$ cat config.mk
export PLATFORM = sky130hd
export DESIGN_NAME = iq_top
export DESIGN_NICKNAME = d
export VERILOG_FILES = /design/src/logic/iq_params_pkg.sv /design/src/logic/iq_types_pkg.sv /design/src/logic/iq_averager.sv /design/src/logic/iq_demod.sv /design/src/logic/iq_lowpass.sv /design/src/logic/iq_nco.sv /design/src/logic/iq_output_stage.sv /design/src/logic/iq_regs.sv /design/src/logic/iq_top.sv
export VERILOG_INCLUDE_DIRS = /design/src /design/src/include
export SDC_FILE = /design/constraint.sdc
export NUM_CORES = 2
export LEC_CHECK = 0
export BUFFER_PORTS_ARGS = -buffer_cell sky130_fd_sc_hd__clkbuf_2
export CAP_MARGIN = 20
export CORE_MARGIN = 3
export CORE_UTILIZATION = 40
export CTS_CLUSTER_SIZE = 20
export DETAILED_ROUTE_END_ITERATION = 7
export PLACE_DENSITY_LB_ADDON = 0.2
export RECOVER_POWER = 100
export SYNTH_ARGS = -nofsm -noshare
export SYNTH_HDL_FRONTEND = slang
export SYNTH_SLANG_ARGS = --single-unit
$ cat constraint.sdc
create_clock -name clk_i -period 17.15 [get_ports clk_i]
set_input_delay 0.8575 -clock clk_i [delete_from_list [all_inputs] [get_ports clk_i]]
set_output_delay 0.8575 -clock clk_i [all_outputs]
set_load 0.02 [all_outputs]
$ cat src/include/sin_lut.svh
// --------------------
// sine table
// one full period, 64 points, peak 65535
// --------------------
`ifndef SIN_LUT_SVH
`define SIN_LUT_SVH

// entry k is round(65535 * sin(2*pi*k/64))
localparam logic signed [iq_params_pkg::LUT_BITS-1:0]
  SIN_LUT [iq_params_pkg::LUT_DEPTH] = '{
    0,      6424,   12785,  19024,  25079,  30893,  36409,  41575,   // rising
    46340,  50659,  54490,  57797,  60546,  62713,  64276,  65219,
    65535,  65219,  64276,  62713,  60546,  57797,  54490,  50659,   // peak
    46340,  41575,  36409,  30893,  25079,  19024,  12785,  6424,
    0,      -6424,  -12785, -19024, -25079, -30893, -36409, -41575,  // negative half
    -46340, -50659, -54490, -57797, -60546, -62713, -64276, -65219,
    -65535, -65219, -64276, -62713, -60546, -57797, -54490, -50659,  // trough
    -46340, -41575, -36409, -30893, -25079, -19024, -12785, -6424
  };

`endif

$ cat src/logic/iq_params_pkg.sv
// --------------------
// iq demodulator parameters
// widths, register map and output select codes
// --------------------
package iq_params_pkg;

  // datapath widths
  localparam int SIGNAL_BITS = 14;  // adc sample
  localparam int LUT_SZ      = 6;   // log2 of sine table depth
  localparam int LUT_BITS    = 17;  // table word, peak 65535
  localparam int PHASE_BITS  = 32;  // nco accumulator
  localparam int LPF_BITS    = 24;  // quadrature width
  localparam int DEMOD_SHIFT = 6;   // scaling after multiply
  localparam int SUM_BITS    = 62;  // averager sums

  // bus
  localparam int ADDR_BITS = 16;
  localparam int DATA_BITS = 32;

  // config field widths
  localparam int OUT_SEL_BITS   = 4;
  localparam int LPF_SHIFT_BITS = 5;  // shift of 0 bypasses the filter

  // derived
  localparam int LUT_DEPTH = 1 << LUT_SZ;
  localparam int CNT_BITS  = DATA_BITS;  // averager counters take a full bus word

  // register map
  localparam logic [ADDR_BITS-1:0] REG_PHASE_INC   = 16'h0104;  // write also starts averager
  localparam logic [ADDR_BITS-1:0] REG_PHASE_SHIFT = 16'h0108;
  localparam logic [ADDR_BITS-1:0] REG_OUT_SEL     = 16'h010C;
  localparam logic [ADDR_BITS-1:0] REG_LPF_SHIFT   = 16'h0124;
  localparam logic [ADDR_BITS-1:0] REG_NA_AVG      = 16'h0130;
  localparam logic [ADDR_BITS-1:0] REG_NA_SLEEP    = 16'h0134;
  localparam logic [ADDR_BITS-1:0] REG_SUM_I_LO    = 16'h0140;
  localparam logic [ADDR_BITS-1:0] REG_SUM_I_HI    = 16'h0144;
  localparam logic [ADDR_BITS-1:0] REG_SUM_Q_LO    = 16'h0148;
  localparam logic [ADDR_BITS-1:0] REG_SUM_Q_HI    = 16'h014C;

  // signal_o select, anything else gives zero
  localparam logic [OUT_SEL_BITS-1:0] SEL_QUAD   = 4'd0;
  localparam logic [OUT_SEL_BITS-1:0] SEL_DIRECT = 4'd1;

endpackage

$ cat src/logic/iq_types_pkg.sv
// --------------------
// iq demodulator types
// config record and the datapath pairs
// --------------------
package iq_types_pkg;

  // register bank contents, all zero after reset
  typedef struct packed {
    logic [iq_params_pkg::PHASE_BITS-1:0]     phase_inc;    // nco step per cycle
    logic [iq_params_pkg::PHASE_BITS-1:0]     phase_shift;  // reference phase offset
    logic [iq_params_pkg::OUT_SEL_BITS-1:0]   out_sel;
    logic [iq_params_pkg::LPF_SHIFT_BITS-1:0] lpf_shift;
    logic [iq_params_pkg::CNT_BITS-1:0]       na_avg;       // cycles to sum
    logic [iq_params_pkg::CNT_BITS-1:0]       na_sleep;     // settling cycles
  } iq_cfg_t;

  // nco reference
  typedef struct packed {
    logic signed [iq_params_pkg::LUT_BITS-1:0] sin;
    logic signed [iq_params_pkg::LUT_BITS-1:0] cos;
  } ref_pair_t;

  // demodulated quadratures
  typedef struct packed {
    logic signed [iq_params_pkg::LPF_BITS-1:0] i;
    logic signed [iq_params_pkg::LPF_BITS-1:0] q;
  } quad_pair_t;

  // averager accumulators
  typedef struct packed {
    logic signed [iq_params_pkg::SUM_BITS-1:0] i;
    logic signed [iq_params_pkg::SUM_BITS-1:0] q;
  } sum_pair_t;

endpackage

$ cat src/logic/iq_averager.sv
// --------------------
// network analyzer averager
// waits out settling, then sums
// both quadratures over a window
// --------------------
module iq_averager (
  input  logic                      clk_i,
  input  logic                      rstn_i,
  input  logic                      start_i,
  input  iq_types_pkg::iq_cfg_t     cfg_i,
  input  iq_types_pkg::quad_pair_t  quad_i,
  output iq_types_pkg::sum_pair_t   sums_o,
  output logic                      busy_o
);
  import iq_params_pkg::*;

  logic [CNT_BITS-1:0] avg_left;    // samples still to sum
  logic [CNT_BITS-1:0] sleep_left;  // settling cycles still to wait

  always_ff @(posedge clk_i) begin
    if (!rstn_i) begin
      sums_o     <= '0;
      avg_left   <= '0;
      sleep_left <= '0;
      busy_o     <= 1'b0;
    end else if (start_i) begin
      // new sweep point
      sums_o     <= '0;
      avg_left   <= cfg_i.na_avg;
      sleep_left <= cfg_i.na_sleep;
      busy_o     <= 1'b1;
    end else if (avg_left == '0) begin
      busy_o <= 1'b0;  // done, sums frozen
    end else if (sleep_left == '0) begin
      avg_left <= avg_left - 1'b1;
      sums_o.i <= sums_o.i + SUM_BITS'(quad_i.i);  // sign extended
      sums_o.q <= sums_o.q + SUM_BITS'(quad_i.q);
    end else begin
      sleep_left <= sleep_left - 1'b1;  // still settling
    end
  end

  // results hold steady for readback between sweeps
  a_sums_hold_idle: assert property (
    @(posedge clk_i) disable iff (!rstn_i)
    (!busy_o && !start_i) |=> $stable(sums_o)
  );

endmodule

$ cat src/logic/iq_demod.sv
// --------------------
// iq demodulator
// sample times reference pair, scaled
// two pipeline stages
// --------------------
module iq_demod #(
  parameter int SIGNAL_BITS = iq_params_pkg::SIGNAL_BITS
) (
  input  logic                           clk_i,
  input  logic signed [SIGNAL_BITS-1:0]  dat_i,
  input  iq_types_pkg::ref_pair_t        ref_i,
  output iq_types_pkg::quad_pair_t       quad_o
);
  import iq_params_pkg::*;

  localparam int PROD_BITS = SIGNAL_BITS + LUT_BITS;  // full product

  logic signed [PROD_BITS-1:0] prod_i_q;  // stage 1
  logic signed [PROD_BITS-1:0] prod_q_q;

  always_ff @(posedge clk_i) begin
    // stage 1: multiply
    prod_i_q <= dat_i * ref_i.cos;  // in phase
    prod_q_q <= dat_i * ref_i.sin;  // quadrature
    // stage 2: scale down, result fits LPF_BITS for a full scale table
    quad_o.i <= LPF_BITS'(prod_i_q >>> DEMOD_SHIFT);
    quad_o.q <= LPF_BITS'(prod_q_q >>> DEMOD_SHIFT);
  end

endmodule

$ cat src/logic/iq_lowpass.sv
// --------------------
// iq low-pass
// first order shift filter on both quadratures
// shift of zero bypasses
// --------------------
module iq_lowpass (
  input  logic                      clk_i,
  input  logic                      rstn_i,
  input  iq_types_pkg::iq_cfg_t     cfg_i,
  input  iq_types_pkg::quad_pair_t  quad_i,
  output iq_types_pkg::quad_pair_t  quad_o
);
  import iq_params_pkg::*;

  // one filter step: y += (x - y) >>> k
  function automatic logic signed [LPF_BITS-1:0] lp_step(
    input logic signed [LPF_BITS-1:0]  state,
    input logic signed [LPF_BITS-1:0]  target,
    input logic [LPF_SHIFT_BITS-1:0]   shift
  );
    logic signed [LPF_BITS:0] diff;  // one guard bit
    logic signed [LPF_BITS:0] next;
    if (shift == '0) begin
      return target;  // bypass
    end
    diff = target - state;
    next = state + (diff >>> shift);  // stays between state and target
    return next[LPF_BITS-1:0];
  endfunction

  // state doubles as the output register
  always_ff @(posedge clk_i) begin
    if (!rstn_i) begin
      quad_o <= '0;
    end else begin
      quad_o.i <= lp_step(quad_o.i, quad_i.i, cfg_i.lpf_shift);
      quad_o.q <= lp_step(quad_o.q, quad_i.q, cfg_i.lpf_shift);
    end
  end

endmodule

$ cat src/logic/iq_nco.sv
// --------------------
// iq nco
// phase accumulator and table lookup
// for the sin/cos reference pair
// --------------------
module iq_nco #(
  parameter int LUT_SZ     = iq_params_pkg::LUT_SZ,
  parameter int PHASE_BITS = iq_params_pkg::PHASE_BITS
) (
  input  logic                    clk_i,
  input  logic                    rstn_i,
  input  logic                    sync_i,
  input  iq_types_pkg::iq_cfg_t   cfg_i,
  output iq_types_pkg::ref_pair_t ref_o
);
  `include "sin_lut.svh"

  localparam int QUARTER = 1 << (LUT_SZ - 2);  // cos leads sin by 90 deg

  logic [PHASE_BITS-1:0] phase_q;
  logic [PHASE_BITS-1:0] phase_shifted;
  logic [LUT_SZ-1:0]     sin_idx;
  logic [LUT_SZ-1:0]     cos_idx;

  // accumulator
  always_ff @(posedge clk_i) begin
    if (!rstn_i) begin
      phase_q <= '0;
    end else if (sync_i) begin
      phase_q <= '0;  // held at zero while sync is high
    end else begin
      phase_q <= phase_q + cfg_i.phase_inc[PHASE_BITS-1:0];  // wraps
    end
  end

  assign phase_shifted = phase_q + cfg_i.phase_shift[PHASE_BITS-1:0];
  assign sin_idx = phase_shifted[PHASE_BITS-1 -: LUT_SZ];  // top bits index the table
  assign cos_idx = sin_idx + LUT_SZ'(QUARTER);              // wraps around the period

  // registered lookup, one cycle behind the phase
  always_ff @(posedge clk_i) begin
    ref_o.sin <= SIN_LUT[sin_idx];
    ref_o.cos <= SIN_LUT[cos_idx];
  end

endmodule

$ cat src/logic/iq_output_stage.sv
// --------------------
// iq output stage
// saturating narrowing and signal_o select
// --------------------
module iq_output_stage #(
  parameter int SIGNAL_BITS = iq_params_pkg::SIGNAL_BITS
) (
  input  logic                           clk_i,
  input  logic                           rstn_i,
  input  logic signed [SIGNAL_BITS-1:0]  dat_i,
  input  iq_types_pkg::iq_cfg_t          cfg_i,
  input  iq_types_pkg::quad_pair_t       quad_i,
  output logic signed [SIGNAL_BITS-1:0]  signal_o,
  output logic signed [SIGNAL_BITS-1:0]  signal2_o
);
  import iq_params_pkg::*;

  localparam int DROP = LPF_BITS - SIGNAL_BITS;  // low bits discarded
  localparam logic signed [LPF_BITS-1:0] SAT_MAX = LPF_BITS'(2 ** (SIGNAL_BITS - 1) - 1);
  localparam logic signed [LPF_BITS-1:0] SAT_MIN = LPF_BITS'(-(2 ** (SIGNAL_BITS - 1)));

  // top bits of a quadrature, clamped to the output range
  function automatic logic signed [SIGNAL_BITS-1:0] narrow(
    input logic signed [LPF_BITS-1:0] v
  );
    logic signed [LPF_BITS-1:0] s;
    s = v >>> DROP;
    if (s > SAT_MAX) return SAT_MAX[SIGNAL_BITS-1:0];
    if (s < SAT_MIN) return SAT_MIN[SIGNAL_BITS-1:0];
    return s[SIGNAL_BITS-1:0];
  endfunction

  always_ff @(posedge clk_i) begin
    if (!rstn_i) begin
      signal_o  <= '0;
      signal2_o <= '0;
    end else begin
      case (cfg_i.out_sel)
        SEL_QUAD:   signal_o <= narrow(quad_i.i);
        SEL_DIRECT: signal_o <= dat_i;  // raw sample, registered
        default:    signal_o <= '0;
      endcase
      signal2_o <= narrow(quad_i.q);  // always q
    end
  end

  a_unknown_sel_zero: assert property (
    @(posedge clk_i) disable iff (!rstn_i)
    (cfg_i.out_sel > SEL_DIRECT) |=> (signal_o == '0)
  );

endmodule

$ cat src/logic/iq_regs.sv
// --------------------
// iq register bank
// bus decode, config registers, readback
// and the averager start pulse
// --------------------
module iq_regs (
  input  logic                                 clk_i,
  input  logic                                 rstn_i,
  input  logic [iq_params_pkg::ADDR_BITS-1:0]  addr_i,
  input  logic                                 wen_i,
  input  logic                                 ren_i,
  input  logic [iq_params_pkg::DATA_BITS-1:0]  wdata_i,
  output logic                                 ack_o,
  output logic [iq_params_pkg::DATA_BITS-1:0]  rdata_o,
  output iq_types_pkg::iq_cfg_t                cfg_o,
  output logic                                 start_o,
  input  iq_types_pkg::sum_pair_t              sums_i,
  input  logic                                 busy_i
);
  import iq_params_pkg::*;

  // config writes and control strobes
  always_ff @(posedge clk_i) begin
    if (!rstn_i) begin
      cfg_o   <= '0;  // out_sel 0 is SEL_QUAD
      ack_o   <= 1'b0;
      start_o <= 1'b0;
    end else begin
      ack_o   <= wen_i | ren_i;                       // ack follows any access
      start_o <= wen_i && (addr_i == REG_PHASE_INC);  // new frequency, new sweep point
      if (wen_i) begin
        case (addr_i)
          REG_PHASE_INC:   cfg_o.phase_inc   <= wdata_i;
          REG_PHASE_SHIFT: cfg_o.phase_shift <= wdata_i;
          REG_OUT_SEL:     cfg_o.out_sel     <= wdata_i[OUT_SEL_BITS-1:0];
          REG_LPF_SHIFT:   cfg_o.lpf_shift   <= wdata_i[LPF_SHIFT_BITS-1:0];
          REG_NA_AVG:      cfg_o.na_avg      <= wdata_i;
          REG_NA_SLEEP:    cfg_o.na_sleep    <= wdata_i;
          default: ;  // sums are read only
        endcase
      end
    end
  end

  // readback, valid with ack
  always_ff @(posedge clk_i) begin
    case (addr_i)
      REG_PHASE_INC:   rdata_o <= cfg_o.phase_inc;
      REG_PHASE_SHIFT: rdata_o <= cfg_o.phase_shift;
      REG_OUT_SEL:     rdata_o <= DATA_BITS'(cfg_o.out_sel);
      REG_LPF_SHIFT:   rdata_o <= DATA_BITS'(cfg_o.lpf_shift);
      REG_NA_AVG:      rdata_o <= cfg_o.na_avg;
      REG_NA_SLEEP:    rdata_o <= cfg_o.na_sleep;
      // sum halves carry busy on top
      REG_SUM_I_LO:    rdata_o <= {busy_i, sums_i.i[DATA_BITS-2:0]};
      REG_SUM_I_HI:    rdata_o <= {busy_i, sums_i.i[SUM_BITS-1:DATA_BITS-1]};
      REG_SUM_Q_LO:    rdata_o <= {busy_i, sums_i.q[DATA_BITS-2:0]};
      REG_SUM_Q_HI:    rdata_o <= {busy_i, sums_i.q[SUM_BITS-1:DATA_BITS-1]};
      default:         rdata_o <= '0;  // unmapped
    endcase
  end

  // no spurious acks
  a_ack_after_access: assert property (
    @(posedge clk_i) disable iff (!rstn_i)
    ack_o |-> $past(wen_i || ren_i)
  );

endmodule

$ cat src/logic/iq_top.sv
// --------------------
// iq demodulator top
// nco, demod, low-pass, averager, output
// and the register bank
// --------------------
module iq_top #(
  parameter int SIGNAL_BITS = iq_params_pkg::SIGNAL_BITS,
  parameter int LUT_SZ      = iq_params_pkg::LUT_SZ,
  parameter int PHASE_BITS  = iq_params_pkg::PHASE_BITS
) (
  input  logic                                clk_i,
  input  logic                                rstn_i,
  input  logic                                sync_i,     // holds nco phase at zero
  input  logic signed [SIGNAL_BITS-1:0]       dat_i,
  input  logic [iq_params_pkg::ADDR_BITS-1:0] addr_i,
  input  logic                                wen_i,
  input  logic                                ren_i,
  input  logic [iq_params_pkg::DATA_BITS-1:0] wdata_i,
  output logic                                ack_o,
  output logic [iq_params_pkg::DATA_BITS-1:0] rdata_o,
  output logic signed [SIGNAL_BITS-1:0]       signal_o,
  output logic signed [SIGNAL_BITS-1:0]       signal2_o   // q quadrature
);
  import iq_types_pkg::*;

  iq_cfg_t    cfg;
  logic       start;      // averager kick
  ref_pair_t  ref_pair;
  quad_pair_t quad_raw;   // straight from the multipliers
  quad_pair_t quad_filt;  // after low-pass
  sum_pair_t  sums;
  logic       busy;

  iq_regs u_regs (
    .clk_i   (clk_i),
    .rstn_i  (rstn_i),
    .addr_i  (addr_i),
    .wen_i   (wen_i),
    .ren_i   (ren_i),
    .wdata_i (wdata_i),
    .ack_o   (ack_o),
    .rdata_o (rdata_o),
    .cfg_o   (cfg),
    .start_o (start),
    .sums_i  (sums),
    .busy_i  (busy)
  );

  iq_nco #(.LUT_SZ(LUT_SZ), .PHASE_BITS(PHASE_BITS)) u_nco (
    .clk_i  (clk_i),
    .rstn_i (rstn_i),
    .sync_i (sync_i),
    .cfg_i  (cfg),
    .ref_o  (ref_pair)
  );

  iq_demod #(.SIGNAL_BITS(SIGNAL_BITS)) u_demod (
    .clk_i  (clk_i),
    .dat_i  (dat_i),
    .ref_i  (ref_pair),
    .quad_o (quad_raw)
  );

  iq_lowpass u_lowpass (
    .clk_i  (clk_i),
    .rstn_i (rstn_i),
    .cfg_i  (cfg),
    .quad_i (quad_raw),
    .quad_o (quad_filt)
  );

  iq_averager u_averager (
    .clk_i   (clk_i),
    .rstn_i  (rstn_i),
    .start_i (start),
    .cfg_i   (cfg),
    .quad_i  (quad_filt),
    .sums_o  (sums),
    .busy_o  (busy)
  );

  iq_output_stage #(.SIGNAL_BITS(SIGNAL_BITS)) u_output_stage (
    .clk_i     (clk_i),
    .rstn_i    (rstn_i),
    .dat_i     (dat_i),
    .cfg_i     (cfg),
    .quad_i    (quad_filt),
    .signal_o  (signal_o),
    .signal2_o (signal2_o)
  );

endmodule

==> results.tsv <==
stage	metric	value	unit
outcome	status	complete, but fails checks	
outcome	violated checks	capacitance limit, slew limit	
synth	YS warnings	0	
critical_path	startpoint type of the worst setup path	input port	
grt	vias in the first global route	47594	
grt	gr usage total	26.0	%
floorplan	initial core utilization	40.5	%
synth	cell taking the most area after synthesis	dfxtp_1	
synth	#FFs+latches synth	598	
floorplan	die area	145000	um2
cts	setup repair bufs after CTS	0	
placed_design	Area after DPL	58300	um2
synth	compound-gate portion of the synthesized area	18.9	%
sta	RSZ-0062 raised after global routing	no	
sta	crit path time final	10.35	ns
placed_design	PortBufs	127	
grt	first-pass GRT wire length	293000	um
sta	Finish-stage setup viols	0	
sta	clk_skew	0.0645	ns
synth	top cell type's share of synthesized area	21.3	%
power	PD cells	150	nW/um2
cts	clock transition time at the flip-flop clock pins of the worst setup and hold paths	0.06	ns
route	WL per Instance	21.9	um
floorplan	core area	138000	um2
cts	Clk Latency, worst-skew pair	0.71	ns
synth	Net Count, Synth	7849	
synth	Post-Synth Adder-Cell Area	26.0	%
grt	remaining global-route overflow	0	
critical_path	CP Capture Type	flip-flop	
cts	post-CTS sizing	0	
synth	post-synthesis xor/xnor area fraction	5.12	%
synth	Mapped Avg Cell Area	8.14	um2
synth	Synth Area in Simple Gates	20.0	%
grt	grt met3 use	4.72	%
placed_design	DP Wirelength	146000	um
final_layout	Fill cells	13861	
cts	Clock Sinks	598	
sta	Worst-Margin Slew	6.49	ns
route	Detail Route Antenna Nets	0	
flow_run	max cap viols	11	
critical_path	Critical Path RT	17.72	ns
placed_design	Placement Setup Slack	9.42	ns
route	routed vias/inst	5.61	
critical_path	Crit Path Class	in -> reg	
synth	Synth async-reset ratio	0	%
sta	Max Slew Vio Count	665	
synth	Seq/Total Area, Yosys	21.3	%
synth	mux cell area share after synthesis	1.78	%
sta	Setup TNS Final	0	ns
sta	Achievable Freq	96.6	MHz
synth	top cells by area, synth	dfxtp_1 (21%), fa_1 (16%), ha_1 (9.7%), nand2_1 (6.9%), inv_1 (4.3%)	
final_layout	P&R area growth vs syn	8.68	%
cts	CTS Root Cell	clkbuf_16	
final_layout	Nets	7755	
power	Worst VDD drop	0.000356	V
synth	post-synth cell types	103	
grt	GR met1 Demand/Resource	36.5	%
sta	worst setup margin	6.80	ns
power	Pwr Total	9.11	mW
power	Lkg Pwr	27.0	nW
cts	H-Tree Depth	3	
synth	Top FF cell, synth	dfxtp_1	
cts	TritonCTS clock tree	yes	
synth	synth cell count leaders	nand2_1 (1038), inv_1 (645), dfxtp_1 (598)	
cts	clk buf depth	3	
route	drt pass-1 iters	6	
sta	final hold violations	0	
synth	Post-Syn Area	56100	um2
route	vias post-DR	48885	
route	WL final	191000	um
route	DRC violations left	0	
synth	cell with the most instances after synthesis	nand2_1	
cts	Hold Buf Count CTS	0	
synth	Gate Count Post-Synth	6889	
critical_path	crit path max fanout	156	
sta	Period Utilization, post-route	60.3	%
floorplan	die height	380	um
synth	largest family of logic cells by synthesized area	adder cells	
critical_path	Arrival @ worst endpoint	10.92	ns
grt	pin count of the biggest net entering global routing	157	
route	initial drt markers	4546	
final_layout	design area	60900	um2
synth	EDFF count, synth	0	
sta	Rel. slew slack	-333	%
grt	GR Util met2	40.1	%
placed_design	gp weighted congestion	0.963	
grt	initial antenna violation count	8	
worst_hold_path	min-delay worst type	reg -> reg	
floorplan	Die Wd	380	um
cts	Inserted Clock Buffers	75	
final_layout	layout cell share with drive strength beyond 1	5.02	%
floorplan	site row count	136	
floorplan	Ports	128	
grt	most used routing layer	met2	
==> per-layer routing <==
metal | wire [um] | part of all wire, %
met3 | 14200 | 7.4
met4 | 7110 | 3.7
met5 | 54 | 0.028
met1 | 86600 | 45
met2 | 83200 | 44
==> worst max-delay path: stages <==
cell      delay (ns)
clkbuf_1        2.37
clkbuf_1        4.60
clkbuf_1        1.65
nand2_1         0.76
o21ai_0         0.33
==> cells in the final DEF (no fill, tap or decap), types with 18 or more instances in the layout <==
cell / instances
xor2_1: 104
clkbuf_2: 64
or3_1: 33
a22o_1: 23
xnor2_1: 218
o211ai_1: 44
clkbuf_16: 75
and2_0: 59
nand4_1: 64
mux2i_1: 48
a21oi_1: 405
nand2_1: 1038
nand3_1: 146
and2_1: 296
nor3_1: 104
a21boi_0: 166
dfxtp_1: 592
nor4_1: 34
a221oi_1: 30
buf_4: 54
ha_1: 436
inv_1: 645
a222oi_1: 28
a211oi_1: 62
a22oi_1: 59
nand2b_1: 49
a21o_1: 145
a31oi_1: 51
nor2b_1: 59
o21a_1: 55
o21ai_0: 300
o21bai_1: 36
fa_1: 457
and3_1: 40
or4_1: 18
nor2_1: 384
clkbuf_1: 82
==> final cells by class <==
| class | instances | area (um2) | share of cell area, % |
|---|---|---|---|
| Sequential cell | 598 | 12000 | 19.7 |
| Clock inverter | 36 | 714 | 1.17 |
| Multi-Input combinational cell | 5282 | 40300 | 66.2 |
| Timing Repair Buffer | 191 | 1000 | 1.64 |
| Inverter | 647 | 2430 | 3.98 |
| Antenna cell | 3 | 7.51 | 0.0123 |
| Clock buffer | 101 | 2140 | 3.52 |
| Tap cell | 1863 | 2330 | 3.82 |
==> kinds of logic (layout without fill, tap and decap cells) <==
kind of cell / after synthesis / after routing
adders and majority gates: 893 / 893
muxes: 80 / 80
and+or+nand+nor: 2388 / 2388
AOI/OAI and AO/OA: 1593 / 1593
xor gates and xnor gates: 328 / 328
other: 0 / 3
buffers and inverters: 1009 / 975
DFF: 598 / 598
==> registers in the layout (all words and copies together) (netlist names), 14 cells and up <==
name                      count
u_regs.rdata_o               32
u_output_stage.signal2_o     14
u_output_stage.signal_o      14
u_demod.quad_o               48
u_lowpass.quad_o             48
u_regs.cfg_o                137
u_averager.avg_left          32
u_demod.prod_q_q             24
u_nco.ref_o                  34
u_demod.prod_i_q             24
u_nco.phase_q                32
u_averager.sums_o           124
u_averager.sleep_left        32
==> path summary, 6_finish.rpt <==
path                          end  depth (start not counted)  slack, ns            startpoint
max          u_lowpass.quad_o[47]                          5       6.80                rstn_i
min reg2reg     u_demod.quad_o[5]                          0       0.32  u_demod.prod_q_q[11]
max reg2reg  u_lowpass.quad_o[23]                         28       9.34   u_lowpass.quad_o[0]
min             u_demod.quad_o[5]                          0       0.32  u_demod.prod_q_q[11]
==> power breakdown <==
| group | internal [mW] | switching, mW | leakage [nW] | total, mW |
|---|---|---|---|---|
| logic | 2.16 | 3.27 | 20.8 | 5.43 |
| clock network | 1.11 | 0.716 | 1.38 | 1.82 |
| registers | 1.63 | 0.231 | 4.87 | 1.86 |
| total | 4.90 | 4.21 | 27.0 | 9.11 |
==> through the flow <==
stage          cells  utilization [%]  hold WS, ns
2_1_floorplan   6889                -        0.310
3_3_place_gp    8581             42.2        0.311
3_5_place_dp    8581             42.2        0.312
4_1_cts         8718             44.2        0.317
5_1_grt         8719             44.1        0.328
6_report        8721             44.1        0.324
(Power assumes the default switching activity.)
